$ cat config.mk
export PLATFORM = sky130hd
export DESIGN_NAME = front_end
export DESIGN_NICKNAME = d
export VERILOG_FILES = /design/src/rtl/fetch_pkg.sv /design/src/rtl/fetch_buffer.sv /design/src/rtl/front_end.sv /design/src/rtl/instr_aligner.sv /design/src/rtl/pc_fetch_unit.sv
export SDC_FILE = /design/constraint.sdc
export NUM_CORES = 1
export LEC_CHECK = 0
export ABC_AREA = 0
export BUFFER_PORTS_ARGS = -buffer_cell sky130_fd_sc_hd__buf_4
export CAP_MARGIN = 25
export CORE_UTILIZATION = 60
export DETAILED_ROUTE_END_ITERATION = 10
export PLACE_DENSITY_LB_ADDON = 0.3
export SYNTH_ARGS = -nofsm -noshare
export SYNTH_HDL_FRONTEND = slang
export SYNTH_SLANG_ARGS = --single-unit
$ cat constraint.sdc
create_clock -name clk_i -period 8.3 [get_ports clk_i]
set_clock_uncertainty 0.05 [all_clocks]
set_input_delay 0.83 -clock clk_i [delete_from_list [all_inputs] [get_ports clk_i]]
set_output_delay 0.83 -clock clk_i [all_outputs]
set_load 0.02 [all_outputs]
$ cat src/rtl/fetch_pkg.sv
`default_nettype none

package fetch_pkg;

    // ====================
    // Widths
    // ====================

    // Width of a memory word, an address and a full instruction
    localparam int unsigned XLEN = 32;

    // One memory word, also used for addresses and assembled instructions
    typedef logic [XLEN-1:0] data_word_t;

    // One 16 bit parcel, the unit of the compressed instruction set
    typedef logic [15:0] half_word_t;

    // ====================
    // Fetch configuration
    // ====================

    // Entries in the buffer between fetch and realignment, kept a power of two
    localparam int unsigned FETCH_BUFFER_DEPTH = 4;

    // First address fetched once reset is released
    localparam data_word_t RESET_PC = 32'h0000_0000;

    // ====================
    // State encodings
    // ====================

    // Phases of the four phase request/acknowledge handshake on the memory side
    typedef enum logic [1:0] {
        FETCH_IDLE,
        FETCH_REQ,
        FETCH_RELEASE
    } fetch_state_t;

    // Where the next instruction starts relative to the word at the buffer head
    typedef enum logic [1:0] {
        ALIGN_LOWER,
        ALIGN_UPPER,
        ALIGN_CROSS
    } align_state_t;

endpackage : fetch_pkg

`default_nettype wire

$ cat src/rtl/fetch_buffer.sv
`timescale 1ns/100ps
`default_nettype none

module fetch_buffer #(
    parameter int unsigned DEPTH = fetch_pkg::FETCH_BUFFER_DEPTH
) (
    input  logic                  clk_i,
    input  logic                  rst_n_i,
    input  logic                  flush_i,
    input  logic                  push_i,
    input  fetch_pkg::data_word_t push_word_i,
    input  fetch_pkg::data_word_t push_addr_i,
    input  logic                  pop_i,
    output fetch_pkg::data_word_t head_word_o,
    output fetch_pkg::data_word_t head_addr_o,
    output logic                  empty_o,
    output logic                  full_o
);

    // ====================
    // Storage
    // ====================

    fetch_pkg::data_word_t word_mem [DEPTH];
    fetch_pkg::data_word_t addr_mem [DEPTH];

    logic [$clog2(DEPTH)-1:0] rd_ptr_q;
    logic [$clog2(DEPTH)-1:0] wr_ptr_q;
    logic [$clog2(DEPTH):0]   count_q;
    logic                     do_push;
    logic                     do_pop;

    // Count has one extra bit so a full buffer is told apart from an empty one
    assign empty_o = (count_q == '0);
    assign full_o  = (count_q == DEPTH[$clog2(DEPTH):0]);

    // Strobes are qualified so a bad request can never corrupt the pointers
    assign do_push = push_i && !full_o;
    assign do_pop  = pop_i && !empty_o;

    // Head is read straight out of the array
    assign head_word_o = word_mem[rd_ptr_q];
    assign head_addr_o = addr_mem[rd_ptr_q];

    // ====================
    // Pointers and count
    // ====================

    always_ff @(posedge clk_i) begin
        if (!rst_n_i) begin
            rd_ptr_q <= '0;
            wr_ptr_q <= '0;
            count_q  <= '0;
        end else if (flush_i) begin
            // A flush wins over a push or pop on the same edge
            rd_ptr_q <= '0;
            wr_ptr_q <= '0;
            count_q  <= '0;
        end else begin
            // Pointers wrap on their own because the depth is a power of two
            if (do_push) begin
                wr_ptr_q <= wr_ptr_q + 1'b1;
            end

            if (do_pop) begin
                rd_ptr_q <= rd_ptr_q + 1'b1;
            end

            if (do_push && !do_pop) begin
                count_q <= count_q + 1'b1;
            end else if (do_pop && !do_push) begin
                count_q <= count_q - 1'b1;
            end
        end
    end

    // Array write, the entry becomes the head one cycle later at the earliest
    always_ff @(posedge clk_i) begin
        if (do_push && !flush_i) begin
            word_mem[wr_ptr_q] <= push_word_i;
            addr_mem[wr_ptr_q] <= push_addr_i;
        end
    end

endmodule : fetch_buffer

`default_nettype wire

$ cat src/rtl/front_end.sv
`timescale 1ns/100ps
`default_nettype none

module front_end (
    input  logic                  clk_i,
    input  logic                  rst_n_i,

    // Instruction memory
    output logic                  mem_req_o,
    output fetch_pkg::data_word_t mem_addr_o,
    input  logic                  mem_ack_i,
    input  fetch_pkg::data_word_t mem_rdata_i,

    // Back end
    input  logic                  redirect_i,
    input  fetch_pkg::data_word_t redirect_pc_i,
    input  logic                  stall_i,
    output logic                  instr_valid_o,
    output fetch_pkg::data_word_t instr_o,
    output fetch_pkg::data_word_t instr_pc_o,
    output logic                  instr_compressed_o
);

    // ====================
    // Internal nets
    // ====================

    // Producer to buffer
    logic                  push;
    fetch_pkg::data_word_t push_word;
    fetch_pkg::data_word_t push_addr;
    logic                  buf_full;

    // Buffer to consumer
    logic                  buf_empty;
    logic                  pop;
    fetch_pkg::data_word_t head_word;
    fetch_pkg::data_word_t head_addr;

    // ====================
    // Fetch stages
    // ====================

    // Program counter and memory handshake
    pc_fetch_unit u_pc_fetch (
        .clk_i         ( clk_i         ),
        .rst_n_i       ( rst_n_i       ),
        .redirect_i    ( redirect_i    ),
        .redirect_pc_i ( redirect_pc_i ),
        .buf_full_i    ( buf_full      ),
        .mem_ack_i     ( mem_ack_i     ),
        .mem_rdata_i   ( mem_rdata_i   ),
        .mem_req_o     ( mem_req_o     ),
        .mem_addr_o    ( mem_addr_o    ),
        .push_o        ( push          ),
        .push_word_o   ( push_word     ),
        .push_addr_o   ( push_addr     )
    );

    // Fetched words wait here, the redirect throws them all away
    fetch_buffer #(
        .DEPTH ( fetch_pkg::FETCH_BUFFER_DEPTH )
    ) u_fetch_buffer (
        .clk_i       ( clk_i      ),
        .rst_n_i     ( rst_n_i    ),
        .flush_i     ( redirect_i ),
        .push_i      ( push       ),
        .push_word_i ( push_word  ),
        .push_addr_i ( push_addr  ),
        .pop_i       ( pop        ),
        .head_word_o ( head_word  ),
        .head_addr_o ( head_addr  ),
        .empty_o     ( buf_empty  ),
        .full_o      ( buf_full   )
    );

    // Splits words into instructions for the back end
    instr_aligner u_instr_aligner (
        .clk_i              ( clk_i              ),
        .rst_n_i            ( rst_n_i            ),
        .redirect_i         ( redirect_i         ),
        .redirect_pc_i      ( redirect_pc_i      ),
        .stall_i            ( stall_i            ),
        .head_word_i        ( head_word          ),
        .head_addr_i        ( head_addr          ),
        .empty_i            ( buf_empty          ),
        .pop_o              ( pop                ),
        .instr_valid_o      ( instr_valid_o      ),
        .instr_o            ( instr_o            ),
        .instr_pc_o         ( instr_pc_o         ),
        .instr_compressed_o ( instr_compressed_o )
    );

endmodule : front_end

`default_nettype wire

$ cat src/rtl/instr_aligner.sv
`timescale 1ns/100ps
`default_nettype none

module instr_aligner (
    input  logic                  clk_i,
    input  logic                  rst_n_i,
    input  logic                  redirect_i,
    input  fetch_pkg::data_word_t redirect_pc_i,
    input  logic                  stall_i,
    input  fetch_pkg::data_word_t head_word_i,
    input  fetch_pkg::data_word_t head_addr_i,
    input  logic                  empty_i,
    output logic                  pop_o,
    output logic                  instr_valid_o,
    output fetch_pkg::data_word_t instr_o,
    output fetch_pkg::data_word_t instr_pc_o,
    output logic                  instr_compressed_o
);

    // ====================
    // Parcel split
    // ====================

    fetch_pkg::align_state_t state_q;
    fetch_pkg::align_state_t state_d;
    fetch_pkg::half_word_t   saved_half_q;
    fetch_pkg::half_word_t   low_parcel;
    fetch_pkg::half_word_t   high_parcel;
    fetch_pkg::data_word_t   instr_d;
    fetch_pkg::data_word_t   pc_d;
    logic                    low_compressed;
    logic                    high_compressed;
    logic                    compressed_d;
    logic                    instr_ready;
    logic                    pop_d;
    logic                    save_en;

    assign low_parcel  = head_word_i[15:0];
    assign high_parcel = head_word_i[fetch_pkg::XLEN-1:16];

    // A 32 bit instruction has both low bits set, anything else is compressed
    assign low_compressed  = (low_parcel[1:0] != 2'b11);
    assign high_compressed = (high_parcel[1:0] != 2'b11);

    // ====================
    // Realignment
    // ====================

    always_comb begin
        state_d      = state_q;
        instr_d      = head_word_i;
        pc_d         = head_addr_i;
        compressed_d = 1'b0;
        instr_ready  = 1'b0;
        pop_d        = 1'b0;
        save_en      = 1'b0;

        if (!empty_i) begin
            case (state_q)
                fetch_pkg::ALIGN_LOWER: begin
                    if (low_compressed) begin
                        // Keep the word, its upper half is looked at next
                        instr_d      = {16'h0000, low_parcel};
                        compressed_d = 1'b1;
                        instr_ready  = 1'b1;
                        state_d      = fetch_pkg::ALIGN_UPPER;
                    end else begin
                        // Whole word is one aligned instruction
                        instr_ready = 1'b1;
                        pop_d       = 1'b1;
                    end
                end

                fetch_pkg::ALIGN_UPPER: begin
                    // Either way the word is used up after this
                    pop_d = 1'b1;
                    if (high_compressed) begin
                        instr_d      = {16'h0000, high_parcel};
                        pc_d         = head_addr_i + 32'd2;
                        compressed_d = 1'b1;
                        instr_ready  = 1'b1;
                        state_d      = fetch_pkg::ALIGN_LOWER;
                    end else begin
                        // Start of a 32 bit instruction, its rest is in the next word
                        save_en = 1'b1;
                        state_d = fetch_pkg::ALIGN_CROSS;
                    end
                end

                fetch_pkg::ALIGN_CROSS: begin
                    // New low half sits above the saved one
                    // The start address is the saved half, one parcel below this word
                    instr_d     = {low_parcel, saved_half_q};
                    pc_d        = head_addr_i - 32'd2;
                    instr_ready = 1'b1;
                    state_d     = fetch_pkg::ALIGN_UPPER;
                end

                default: begin
                    state_d = fetch_pkg::ALIGN_LOWER;
                end
            endcase
        end
    end

    // Head only leaves the buffer when the result can really move on
    assign pop_o = pop_d && !stall_i && !redirect_i;

    // ====================
    // Control state
    // ====================

    always_ff @(posedge clk_i) begin
        if (!rst_n_i) begin
            state_q       <= fetch_pkg::ALIGN_LOWER;
            saved_half_q  <= '0;
            instr_valid_o <= 1'b0;
        end else if (redirect_i) begin
            // New path may start in the middle of a word
            state_q       <= redirect_pc_i[1] ? fetch_pkg::ALIGN_UPPER
                                              : fetch_pkg::ALIGN_LOWER;
            saved_half_q  <= '0;
            instr_valid_o <= 1'b0;
        end else if (!stall_i) begin
            state_q       <= state_d;
            instr_valid_o <= instr_ready;
            if (save_en) begin
                saved_half_q <= high_parcel;
            end
        end
    end

    // ====================
    // Output register
    // ====================

    // Payload holds while stalled, and also while nothing new is ready
    always_ff @(posedge clk_i) begin
        if (!stall_i && instr_ready) begin
            instr_o            <= instr_d;
            instr_pc_o         <= pc_d;
            instr_compressed_o <= compressed_d;
        end
    end

endmodule : instr_aligner

`default_nettype wire

$ cat src/rtl/pc_fetch_unit.sv
`timescale 1ns/100ps
`default_nettype none

module pc_fetch_unit (
    input  logic                  clk_i,
    input  logic                  rst_n_i,
    input  logic                  redirect_i,
    input  fetch_pkg::data_word_t redirect_pc_i,
    input  logic                  buf_full_i,
    input  logic                  mem_ack_i,
    input  fetch_pkg::data_word_t mem_rdata_i,
    output logic                  mem_req_o,
    output fetch_pkg::data_word_t mem_addr_o,
    output logic                  push_o,
    output fetch_pkg::data_word_t push_word_o,
    output fetch_pkg::data_word_t push_addr_o
);

    // ====================
    // Address selection
    // ====================

    fetch_pkg::fetch_state_t state_q;
    fetch_pkg::data_word_t   fetch_addr_q;
    fetch_pkg::data_word_t   req_addr_q;
    fetch_pkg::data_word_t   redirect_addr;
    fetch_pkg::data_word_t   next_addr;
    logic                    drop_q;
    logic                    ack_seen;
    logic                    keep_word;

    // Targets are halfword aligned, memory only serves whole words
    assign redirect_addr = {redirect_pc_i[fetch_pkg::XLEN-1:2], 2'b00};

    // A request opened on a redirect edge already goes to the new path
    assign next_addr = redirect_i ? redirect_addr : fetch_addr_q;

    // First cycle of an open request in which memory answers
    assign ack_seen = (state_q == fetch_pkg::FETCH_REQ) && mem_ack_i;

    // The word is thrown away if the path changed while it was in flight
    assign keep_word = !drop_q && !redirect_i;

    // Request is a plain decode of the handshake phase so it never glitches
    assign mem_req_o  = (state_q == fetch_pkg::FETCH_REQ);
    assign mem_addr_o = req_addr_q;

    // ====================
    // Handshake FSM
    // ====================

    always_ff @(posedge clk_i) begin
        if (!rst_n_i) begin
            state_q      <= fetch_pkg::FETCH_IDLE;
            fetch_addr_q <= fetch_pkg::RESET_PC;
            req_addr_q   <= fetch_pkg::RESET_PC;
            drop_q       <= 1'b0;
            push_o       <= 1'b0;
        end else begin
            // Push is a single cycle strobe
            push_o <= 1'b0;

            // The redirect target always becomes the next word to fetch
            if (redirect_i) begin
                fetch_addr_q <= redirect_addr;
            end

            case (state_q)
                fetch_pkg::FETCH_IDLE: begin
                    // Only start when the buffer can take the word and ack is low
                    if (!buf_full_i && !mem_ack_i) begin
                        state_q    <= fetch_pkg::FETCH_REQ;
                        req_addr_q <= next_addr;
                    end
                end

                fetch_pkg::FETCH_REQ: begin
                    if (mem_ack_i) begin
                        // Data is sampled now and the request falls on this edge
                        state_q <= fetch_pkg::FETCH_RELEASE;
                        push_o  <= keep_word;
                        drop_q  <= 1'b0;

                        // Step to the next word only on the path still in use
                        if (keep_word) begin
                            fetch_addr_q <= fetch_addr_q + 32'd4;
                        end
                    end else if (redirect_i) begin
                        // Transaction must finish but its word is stale
                        drop_q <= 1'b1;
                    end
                end

                fetch_pkg::FETCH_RELEASE: begin
                    // Wait for memory to let go of ack before a new request
                    if (!mem_ack_i) begin
                        state_q <= fetch_pkg::FETCH_IDLE;
                    end
                end

                default: begin
                    state_q <= fetch_pkg::FETCH_IDLE;
                end
            endcase
        end
    end

    // ====================
    // Push payload
    // ====================

    // Word and its address ride along with the push strobe
    always_ff @(posedge clk_i) begin
        if (ack_seen) begin
            push_word_o <= mem_rdata_i;
            push_addr_o <= req_addr_q;
        end
    end

endmodule : pc_fetch_unit

`default_nettype wire

**Word-level counts from Yosys, hierarchy flattened**

Memory sizes are Yosys's and may differ from the RTL's. A register that Yosys moved wholly into a read port is not among the register bits.
Cells that the tools add are included.

- Register bits: 223
- Memory bits (writable): 256
- Bits of input ports: 69
- Memories: 2

- $add $sub $neg: 7
- Eq/ne operators: 13
- Multiplexer cells: 43
- Bitwise operators: 2
- Reductions and logical operators: 32

Memories:

| name | words | bits a word | read ports | clocked after memory_dff | write ports | line | RTL |
|---|---|---|---|---|---|---|---|
| u_fetch_buffer.addr_mem | 4 | 32 | 1 | 1 | 1 | fetch_buffer.sv:25 | `fetch_pkg::data_word_t addr_mem [DEPTH];` |
| u_fetch_buffer.word_mem | 4 | 32 | 1 | 1 | 1 | fetch_buffer.sv:24 | `fetch_pkg::data_word_t word_mem [DEPTH];` |

Operator list:

| kind | count |
|---|---|
| 32-bit two-way mux | 9 |
| 32-bit one-hot mux with 3 select lines | 1 |
| 32-bit one-hot mux with 2 select lines | 1 |
| 32-bit by 2-bit adder with 32-bit output (second input constant) | 1 |
| 32-bit by 3-bit adder with 32-bit output (second input constant) | 1 |
| 32-bit by 2-bit subtractor with 32-bit output (second input constant) | 1 |
| 2-bit two-way mux | 12 |
| 1-bit two-way mux | 13 |
| 2-bit one-hot mux with 3 select lines | 2 |
| 1-bit logical AND | 11 |
| 2-bit != test (second input constant) | 5 |
| 3-bit AND reduction | 3 |
| 1-bit logical NOT | 8 |
| 3-bit two-way mux | 2 |
| 1-bit one-hot mux with 2 select lines | 3 |
| 2-bit AND reduction | 3 |
| 2-bit by 1-bit adder with 2-bit output (second input constant) | 2 |
| 2-bit by 1-bit == test with 1-bit output (second input constant) | 2 |
| 2-bit == test (second input constant) | 2 |
| 2-bit logical NOT | 2 |
| 2-bit by 1-bit != test with 1-bit output (second input constant) | 2 |
| 2-bit nonzero test | 2 |
| 2-bit OR reduction | 2 |
| 3-bit by 1-bit adder with 3-bit output (second input constant) | 1 |
| other kinds (5) | 6 |

**Logic depth before layout (Yosys ltp)**

Gate-level depths: netlist (run 1).

- Word-level depth: 10
- Depth in mapped cells: 14
- Mapped depth without buffers: 11

**Hierarchy**

Synthesis (run 1) repeated with hierarchy kept, for this count alone.

- Cell total of the unflattened synthesis: 1426
- Area, all modules: 20251.9 um2

By module, submodules not included:

| module | instances | cells each | area an instance (um2) |
|---|---|---|---|
| fetch_buffer | 1 | 385 | 9783.1 |
| instr_aligner | 1 | 599 | 5288.8 |
| pc_fetch_unit | 1 | 442 | 5180.0 |

**Worst setup path after synthesis (run 1)**

Ideal clock, no wire load.

- Path type: reg-to-reg
- Start: reg with a tool-made name
- End: reg u_instr_aligner.instr_compressed_o, enable pin
- Library setup time: 0.497 ns
- Arrival: 4.446 ns
- Required time: 7.753 ns
- Setup slack: 3.306 ns
- Stages on the path, launching flop included: 7
- Path buffers: 2
- Cell sequence: dfxtp_1 buf_6 buf_6 mux4_2 nand2_1 a21oi_1 nor2b_1

RTL lines:

| item | line | RTL |
|---|---|---|
| to (signal assigned) | instr_aligner.sv:142 | `instr_compressed_o <= compressed_d;` |
| to (decl) | instr_aligner.sv:17 | `output logic instr_compressed_o` |

==> results.txt, run 1 <==
Status: completed
RSZ-0062 raised after global routing: false
Register area share after synthesis: 67.57%
Leakage power: 8.107 nW
Vias in the first global route: 12000
CP bufs+invs: 2
Relative slew slack: 26.63%
# clock sinks: 481
PortBufs: 166
Predominant post-synthesis flop cell: edfxtp_1
Post-CTS Hold Fix Bufs: 0
Max Clock Freq: 208.5 MHz
CTS max path bufs: 3
DR iter-0 viols: 1509
Initial antenna violation count: 0
Syn Area/Cell: 14.44 um^2
Simple-Gate Fraction of Synth Area: 10.39%
Inserted Diodes: 0
Final Critical Period: 4797 ps
Nets: 1620
CP max FO: 33
Avg Vias per Cell: 6.244
Synth cell types: 72
NetSw: 1.020 mW
Die X-Extent: 184.4 um
Pwr dens: 213.7 mW/mm^2
CP max stage cell: dfxtp_2
Most frequent cells in the layout: edfxtp_1, buf_4, nand2_1
Clk slew on worst S/H paths: 60 ps
Cts repair resizes: 0
Setup_tns: 0 ps
Die area: 0.03399 mm^2
Post-synthesis xor/xnor area fraction: 1.317%
Number of enable flip-flop cells after synthesis: 385
Avg WL per Cell: 22.39 um
Main combinational cell family by area after synthesis: simple AND/OR/NAND/NOR gates
Die height: 184.4 um
Slew Viols, Final: 0
Post-Synth Adder-Cell Area: 0.8527%
Max Cap Viol: 0
Core area: 0.03262 mm^2
Syn Nets: 1464
DRC Markers: 0
Fin area: 0.02316 mm^2
R2R Setup Slk: 3500 ps
WHS: 401.6 ps
H-tree depth: 2
Fill count: 2051
Worst-margin pin slew: 1091 ps
Yosys reg bits: 481
Critical path arrival: 5030 ps
Internal: 3.930 mW
First-pass DRT Iterations: 6
FP Rows: 66
Final WL: 45.18 mm
Max VDD drop: 151.8 uV
Post-route ant nets: 0
Global route overflow: 0
Dpl cell area: 0.02160 mm^2
Compound-cell area share of the yosys netlist: 7.518%
Clock share of power: 42.3%
Most common cell after layout, fill and taps aside: edfxtp_1
Crit start category: flop
Global-route wire length before repair: 67.90 mm
Req. time, crit path: 8530 ps
Final Util: 71.01%
Worst-Skew Late Latency: 560 ps
Comb power frac: 3.8%
Vias: 12600
CTS Root Buffer Type: clkbuf_16
CTS tree: built
Worst-path cell chain: buf_4 > mux4_2 > inv_1 > ha_1 > nor3b_1 > or4b_1 > o41ai_2 > o41ai_1 > a221o_1
Setup violators final: 0
Synth-to-Final Area Change: 16.07%
Period utilization: 57.80%
Synth async-reset ratio: 0%
Postcts setup bufs: 0
Ys Warns: 0
Max incr delay on CP: 920 ps
Flop pwr share: 53.9%
Proportion of synthesized area in mux cells: 10.16%
I/O Pins: 168
Final hold violations: 0
Synth Instances: 1382
Final HPWL DP: 27.18 mm
Num CTS Buffers: 47
Critical path class: reg -> reg
Initial Util: 61.18%
GRT Util Overall: 26.50%
Largest net degree at the start of global routing: 66
Share of cells above drive strength 1: 22.53%
Cell Area, Synth: 0.01996 mm^2
Hold WC Path Type: in -> reg
Crit. End Element: flop
Switching share of power: 20.61%
CP delay by family, top: simple AND/OR/NAND/NOR gates
Gpl congestion: 0.9093
[area by class of cell]
type | instances | area, um^2 | share of cell area (%)
Timing Repair Buffer | 185 | 1416 | 6.115
Clock buffer | 68 | 1336 | 5.769
Sequential cell | 481 | 13490 | 58.23
Clock inverter | 19 | 200.2 | 0.8643
Multi-Input combinational cell | 794 | 6060 | 26.16
Tap cell | 442 | 553.0 | 2.388
Inverter | 29 | 108.9 | 0.4700
[Yosys cell counts (all sizes together), types with 3 or more instances]
master	n	share of area, %
nor3	24	0.70
nor4	16	0.67
and4	4	0.18
a221o	5	0.25
xor2	10	0.44
inv	27	0.51
nand3	22	0.55
nand2b	7	0.22
edfxtp	385	58
a22o	14	0.61
mux2i	44	2.2
o211ai	15	0.59
nand3b	3	0.11
xnor2	20	0.88
o41ai	7	0.34
a22oi	15	0.56
and2	26	0.82
a211oi	9	0.34
o31ai	3	0.11
nand2	167	3.1
o211a	23	1.2
o21ai	33	0.83
nor2	94	1.8
dfxtp	96	9.6
ha	12	0.75
a21oi	38	0.95
mux4	64	7.2
or4	4	0.17
mux2	13	0.73
nand4	24	0.78
buf	20	0.56
or3	10	0.34
a311oi	8	0.35
clkbuf	58	1.1
nor2b	7	0.22
and3	11	0.34
a222oi	5	0.25
o221ai	11	0.48
[state kept, by name, indices dropped and copies added (netlist names), 3 cells and up, named ones only]
name	count
u_pc_fetch.mem_addr_o	32
u_fetch_buffer.count_q	3
u_pc_fetch.push_word_o	32
u_instr_aligner.saved_half_q	16
u_instr_aligner.instr_o	32
u_instr_aligner.instr_pc_o	32
u_fetch_buffer.word_mem	128
u_fetch_buffer.addr_mem	128
u_pc_fetch.fetch_addr_q	32
u_pc_fetch.push_addr_o	32
[through the flow]
step	cells	power (mW)	setup slack, ps
after global routing	2018	5.084	3284
after detailed placement	1930	2.904	3564
after global placement	1929	2.896	3593
after CTS	2017	4.972	3521
after floorplan	1382	2.814	3306
final	2018	4.950	3503
[path summary, 6_finish.rpt]
path | startpoint | endpoint | cells past startpoint
max | flop | u_instr_aligner.instr_pc_o[25]$_DFFE_PP_ | 9
min | mem_rdata_i[3] | u_pc_fetch.push_word_o[3]$_DFFE_PP_ | 1
max reg2reg | flop | u_instr_aligner.instr_pc_o[25]$_DFFE_PP_ | 9
min reg2reg | u_pc_fetch.fetch_addr_q[0]$_SDFFE_PN0P_ | u_pc_fetch.fetch_addr_q[0]$_SDFFE_PN0P_ | 2
[power groups by stage]
| stage | clock [mW] | sequential, mW | combinational [mW] |
|---|---|---|---|
| global placement | 0 | 2.72 | 0.179 |
| detailed placement | 0 | 2.72 | 0.184 |
| floorplan | 0 | 2.73 | 0.0885 |
| CTS | 2.12 | 2.67 | 0.186 |
| global route | 2.21 | 2.67 | 0.203 |
| finish | 2.09 | 2.67 | 0.188 |
[routing by layer]
layer,vias to the layer above,GRT usage [%],wire length [um],share of wire [%]
met1,6219,37.75,18540,41
met4,0,8.267,1083,2.4
met5,-,0,0,0
met3,84,3.715,3890,8.6
li1,5629,-,-,-
met2,669,42.63,21670,48
[kinds of logic (layout without fill, tap and decap cells)]
family / count (synthesis) / in the layout
AO/OA/AOI/OAI: 202 / 202
XOR/XNOR: 30 / 30
adder cells (fa/ha/maj): 13 / 13
buffers and inverters: 107 / 301
flip-flops: 481 / 481
multiplexers: 121 / 121
AND/OR/NAND/NOR: 428 / 428
Note: power is estimated with default switching activity, not from simulation.
==> inputs of run 2 (changes only) <==
Settings changed: ABC_AREA 0 to 1.
Clock period 8.3 ns to 5 ns, I/O delays scaled along.
==> results.txt, run 2 <==
Share of cells above drive strength 1: 16.34% (was 22.53%)
Final Critical Period: 3753 ps (was 4797 ps)
Avg Vias per Cell: 5.744 (was 6.244)
Vias: 15910 (was 12600)
Synth Instances: 2131 (was 1382)
RSZ-0062 raised after global routing: false (unchanged)
Worst-Skew Late Latency: 600 ps (was 560 ps)
Global-route wire length before repair: 80.67 mm (was 67.90 mm)
Postcts setup bufs: 0 (unchanged)
Crit. End Element: flop (unchanged)
Nets: 2358 (was 1620)
H-tree depth: 2 (unchanged)
# clock sinks: 481 (unchanged)
Core area: 0.03480 mm^2 (was 0.03262 mm^2)
Setup_tns: 0 ps (unchanged)
Max Clock Freq: 266.5 MHz (was 208.5 MHz)
Slew Viols, Final: 0 (unchanged)
Post-route ant nets: 0 (unchanged)
Most common cell after layout, fill and taps aside: nand2_1 (was edfxtp_1)
Synth top area cells: edfxtp_1, nand2_1, dfxtp_1, nand3_1, o21ai_0 (was edfxtp_1, dfxtp_1, mux4_2, nand2_1, mux2i_1)
Yosys reg bits: 481 (unchanged)
Critical path class: reg -> reg (unchanged)
Inserted Diodes: 0 (unchanged)
Worst reg-to-reg path cell count: 8 (was 9)
FP Rows: 68 (was 66)
Final WL: 51.68 mm (was 45.18 mm)
Leading area contributor after synthesis: edfxtp_1 (unchanged)
Relative slew slack: 30.59% (was 26.63%)
Clk slew on worst S/H paths: 70 ps (was 60 ps)
Final hold violations: 0 (unchanged)
Vias in the first global route: 15180 (was 12000)
Period utilization: 75.06% (was 57.80%)
I/O Pins: 168 (unchanged)
Fin area: 0.02460 mm^2 (was 0.02316 mm^2)
Final Util: 70.69% (was 71.01%)
Global route overflow: 0 (unchanged)
Leakage power: 9.347 nW (was 8.107 nW)
Cell Area, Synth: 0.02143 mm^2 (was 0.01996 mm^2)
Die X-Extent: 191.0 um (was 184.4 um)
Hold WC Path Type: in -> reg (unchanged)
Synth-to-Final Area Change: 14.81% (was 16.07%)
PnR worst setup slack: 1247 ps (was 3503 ps)
Max Cap Viol: 0 (unchanged)
PortBufs: 166 (unchanged)
CTS max path bufs: 3 (unchanged)
Dpl cell area: 0.02301 mm^2 (was 0.02160 mm^2)
Register area share after synthesis: 62.93% (was 67.57%)
Pwr dens: 341.1 mW/mm^2 (was 213.7 mW/mm^2)
Die area: 0.03647 mm^2 (was 0.03399 mm^2)
Gpl congestion: 0.9660 (was 0.9093)
Fill count: 2490 (was 2051)
Initial Util: 61.57% (was 61.18%)
CTS tree: built (unchanged)
CP delay by family, top: simple AND/OR/NAND/NOR gates (unchanged)
Syn Area/Cell: 10.05 um^2 (was 14.44 um^2)
Critical path arrival: 4100 ps (was 5030 ps)
Top cells by count, synth: nand2_1, edfxtp_1, nor2_1, inv_1, nand3_1 (was edfxtp_1, nand2_1, dfxtp_1, nor2_1, mux4_2)
Ys Warns: 0 (unchanged)
Worst slack at placement: 1364 ps (was 3564 ps)
Final HPWL DP: 33.26 mm (was 27.18 mm)
Most frequent cells in the layout: nand2_1, edfxtp_1, buf_4 (was edfxtp_1, buf_4, nand2_1)
Regs by FF count: u_fetch_buffer.addr_mem: 128 flops, u_fetch_buffer.word_mem: 128 flops (unchanged)
Synth async-reset ratio: 0% (unchanged)
Yosys top cell area share: 53.96% (was 57.93%)
Total power: 8.391 mW (was 4.950 mW)
Worst-path cell chain: inv_2 > nand3_1 > nand2_1 > nand2_2 > nand2_1 > nor2_2 > inv_1 > o21ai_0 (was buf_4 > mux4_2 > inv_1 > ha_1 > nor3b_1 > or4b_1 > o41ai_2 > o41ai_1 > a221o_1)
Synth cell types: 48 (was 72)
DRC Markers: 0 (unchanged)
Initial antenna violation count: 0 (unchanged)
Largest net degree at the start of global routing: 127 (was 66)
Die height: 191.0 um (was 184.4 um)
Predominant post-synthesis flop cell: edfxtp_1 (unchanged)
CP bufs+invs: 2 (unchanged)
Status: completed (unchanged)
CP max stage cell: dfxtp_2 (unchanged)
Number of enable flip-flop cells after synthesis: 385 (unchanged)
Cts repair resizes: 0 (unchanged)
Worst hold path depth: 1 (unchanged)
Crit start category: flop (unchanged)
Worst path depth: 8 (was 9)
First-pass DRT Iterations: 5 (was 6)
Max VDD drop: 286.2 uV (was 151.8 uV)
CTS Root Buffer Type: clkbuf_16 (unchanged)
Num CTS Buffers: 47 (unchanged)
Count leader, synth: nand2_1 (was edfxtp_1)
CP max FO: 43 (was 33)
Worst-margin pin slew: 1041 ps (was 1091 ps)
Syn Nets: 2213 (was 1464)
Most Frequent Cell on Critical Path: nand2_1
DR iter-0 viols: 1502 (was 1509)
Avg WL per Cell: 18.66 um (was 22.39 um)
Post-CTS Hold Fix Bufs: 0 (unchanged)
Req. time, crit path: 5340 ps (was 8530 ps)
Setup violators final: 0 (unchanged)
GRT Util Overall: 28.95% (was 26.50%)
Max incr delay on CP: 830 ps (was 920 ps)
==> run 2: changes by cell type in the layout (fill, tap and decap cells not counted), sizes merged, moves of 14 or more <==
cell / delta
nand2: +389
inv: +143
nand3: +139
o21ai: +136
nor2: +109
a21oi: +74
mux4: -64
mux2i: -34
o22ai: +33
and2: -23
o211a: -23
a22o: -14
nor3: -14
xnor2: -14
==> run 2: worst paths after layout <==
check | start | endpoint | slack, ps
worst max-delay path | flop | u_instr_aligner.instr_o[4]$_DFFE_PP_ | 1250
worst min register to register | u_pc_fetch.fetch_addr_q[0]$_SDFFE_PN0P_ | u_pc_fetch.fetch_addr_q[0]$_SDFFE_PN0P_ | 390
worst min-delay path | mem_rdata_i[2] | u_pc_fetch.push_word_o[2]$_DFFE_PP_ | 20
worst max register to register | flop | u_instr_aligner.instr_o[4]$_DFFE_PP_ | 1250
==> run 2: worst register-to-register path, stage by stage, from the launching register on <==
cell and delay (ps):
dfxtp_2 830, inv_2 550, nand3_1 250, nand2_1 120, nand2_2 360, nand2_1 360
nor2_2 360, inv_1 330, o21ai_0 350
==> run 2: metrics by stage <==
| step | cells | hold WS (ps) |
|---|---|---|
| detailed placement | 2682 | 375.4 |
| finish | 2769 | 24.26 |
| global route | 2769 | 0.7455 |
| global placement | 2682 | 373.4 |
| floorplan | 2131 | 365.9 |
| CTS | 2769 | 2.291 |
==> run 2: cell families (layout without fill, tap and decap cells) <==
| logic type | count (synthesis) | in the layout | synth area share [%] |
|---|---|---|---|
| buffers and inverters | 261 | 444 | 5.355 |
| AO/OA/AOI/OAI | 362 | 362 | 9.366 |
| AND/OR/NAND/NOR | 980 | 980 | 20.11 |
| adder cells (fa/ha/maj) | 13 | 13 | 0.7941 |
| XOR/XNOR | 24 | 24 | 0.9810 |
| multiplexers | 10 | 10 | 0.4672 |
| flip-flops | 481 | 481 | 62.93 |
==> run 2: layout make-up <==
| type | count | area [um^2] | area share (%) |
|---|---|---|---|
| clock buffers | 61 | 1290 | 5.244 |
| well taps | 455 | 569.3 | 2.314 |
| multi-input cells | 1389 | 6849 | 27.84 |
| clock inverters | 26 | 304.0 | 1.236 |
| inverters | 170 | 645.6 | 2.624 |
| repair buffers | 187 | 1454 | 5.910 |
| flip-flops and latches | 481 | 13490 | 54.83 |
==> run 2: where the power goes <==
| group | switching [mW] | leakage [nW] | internal [mW] |
|---|---|---|---|
| logic | 0.219 | 4.30 | 0.134 |
| clock network | 1.50 | 0.774 | 2.10 |
| registers | 0.0671 | 4.27 | 4.38 |
==> run 2: per-layer routing <==
metal / track usage [%] / wire length, um
met5: 0 / 0
met1: 39.86 / 21780
met2: 46.79 / 24690
met4: 11.20 / 1466
met3: 3.929 / 3754
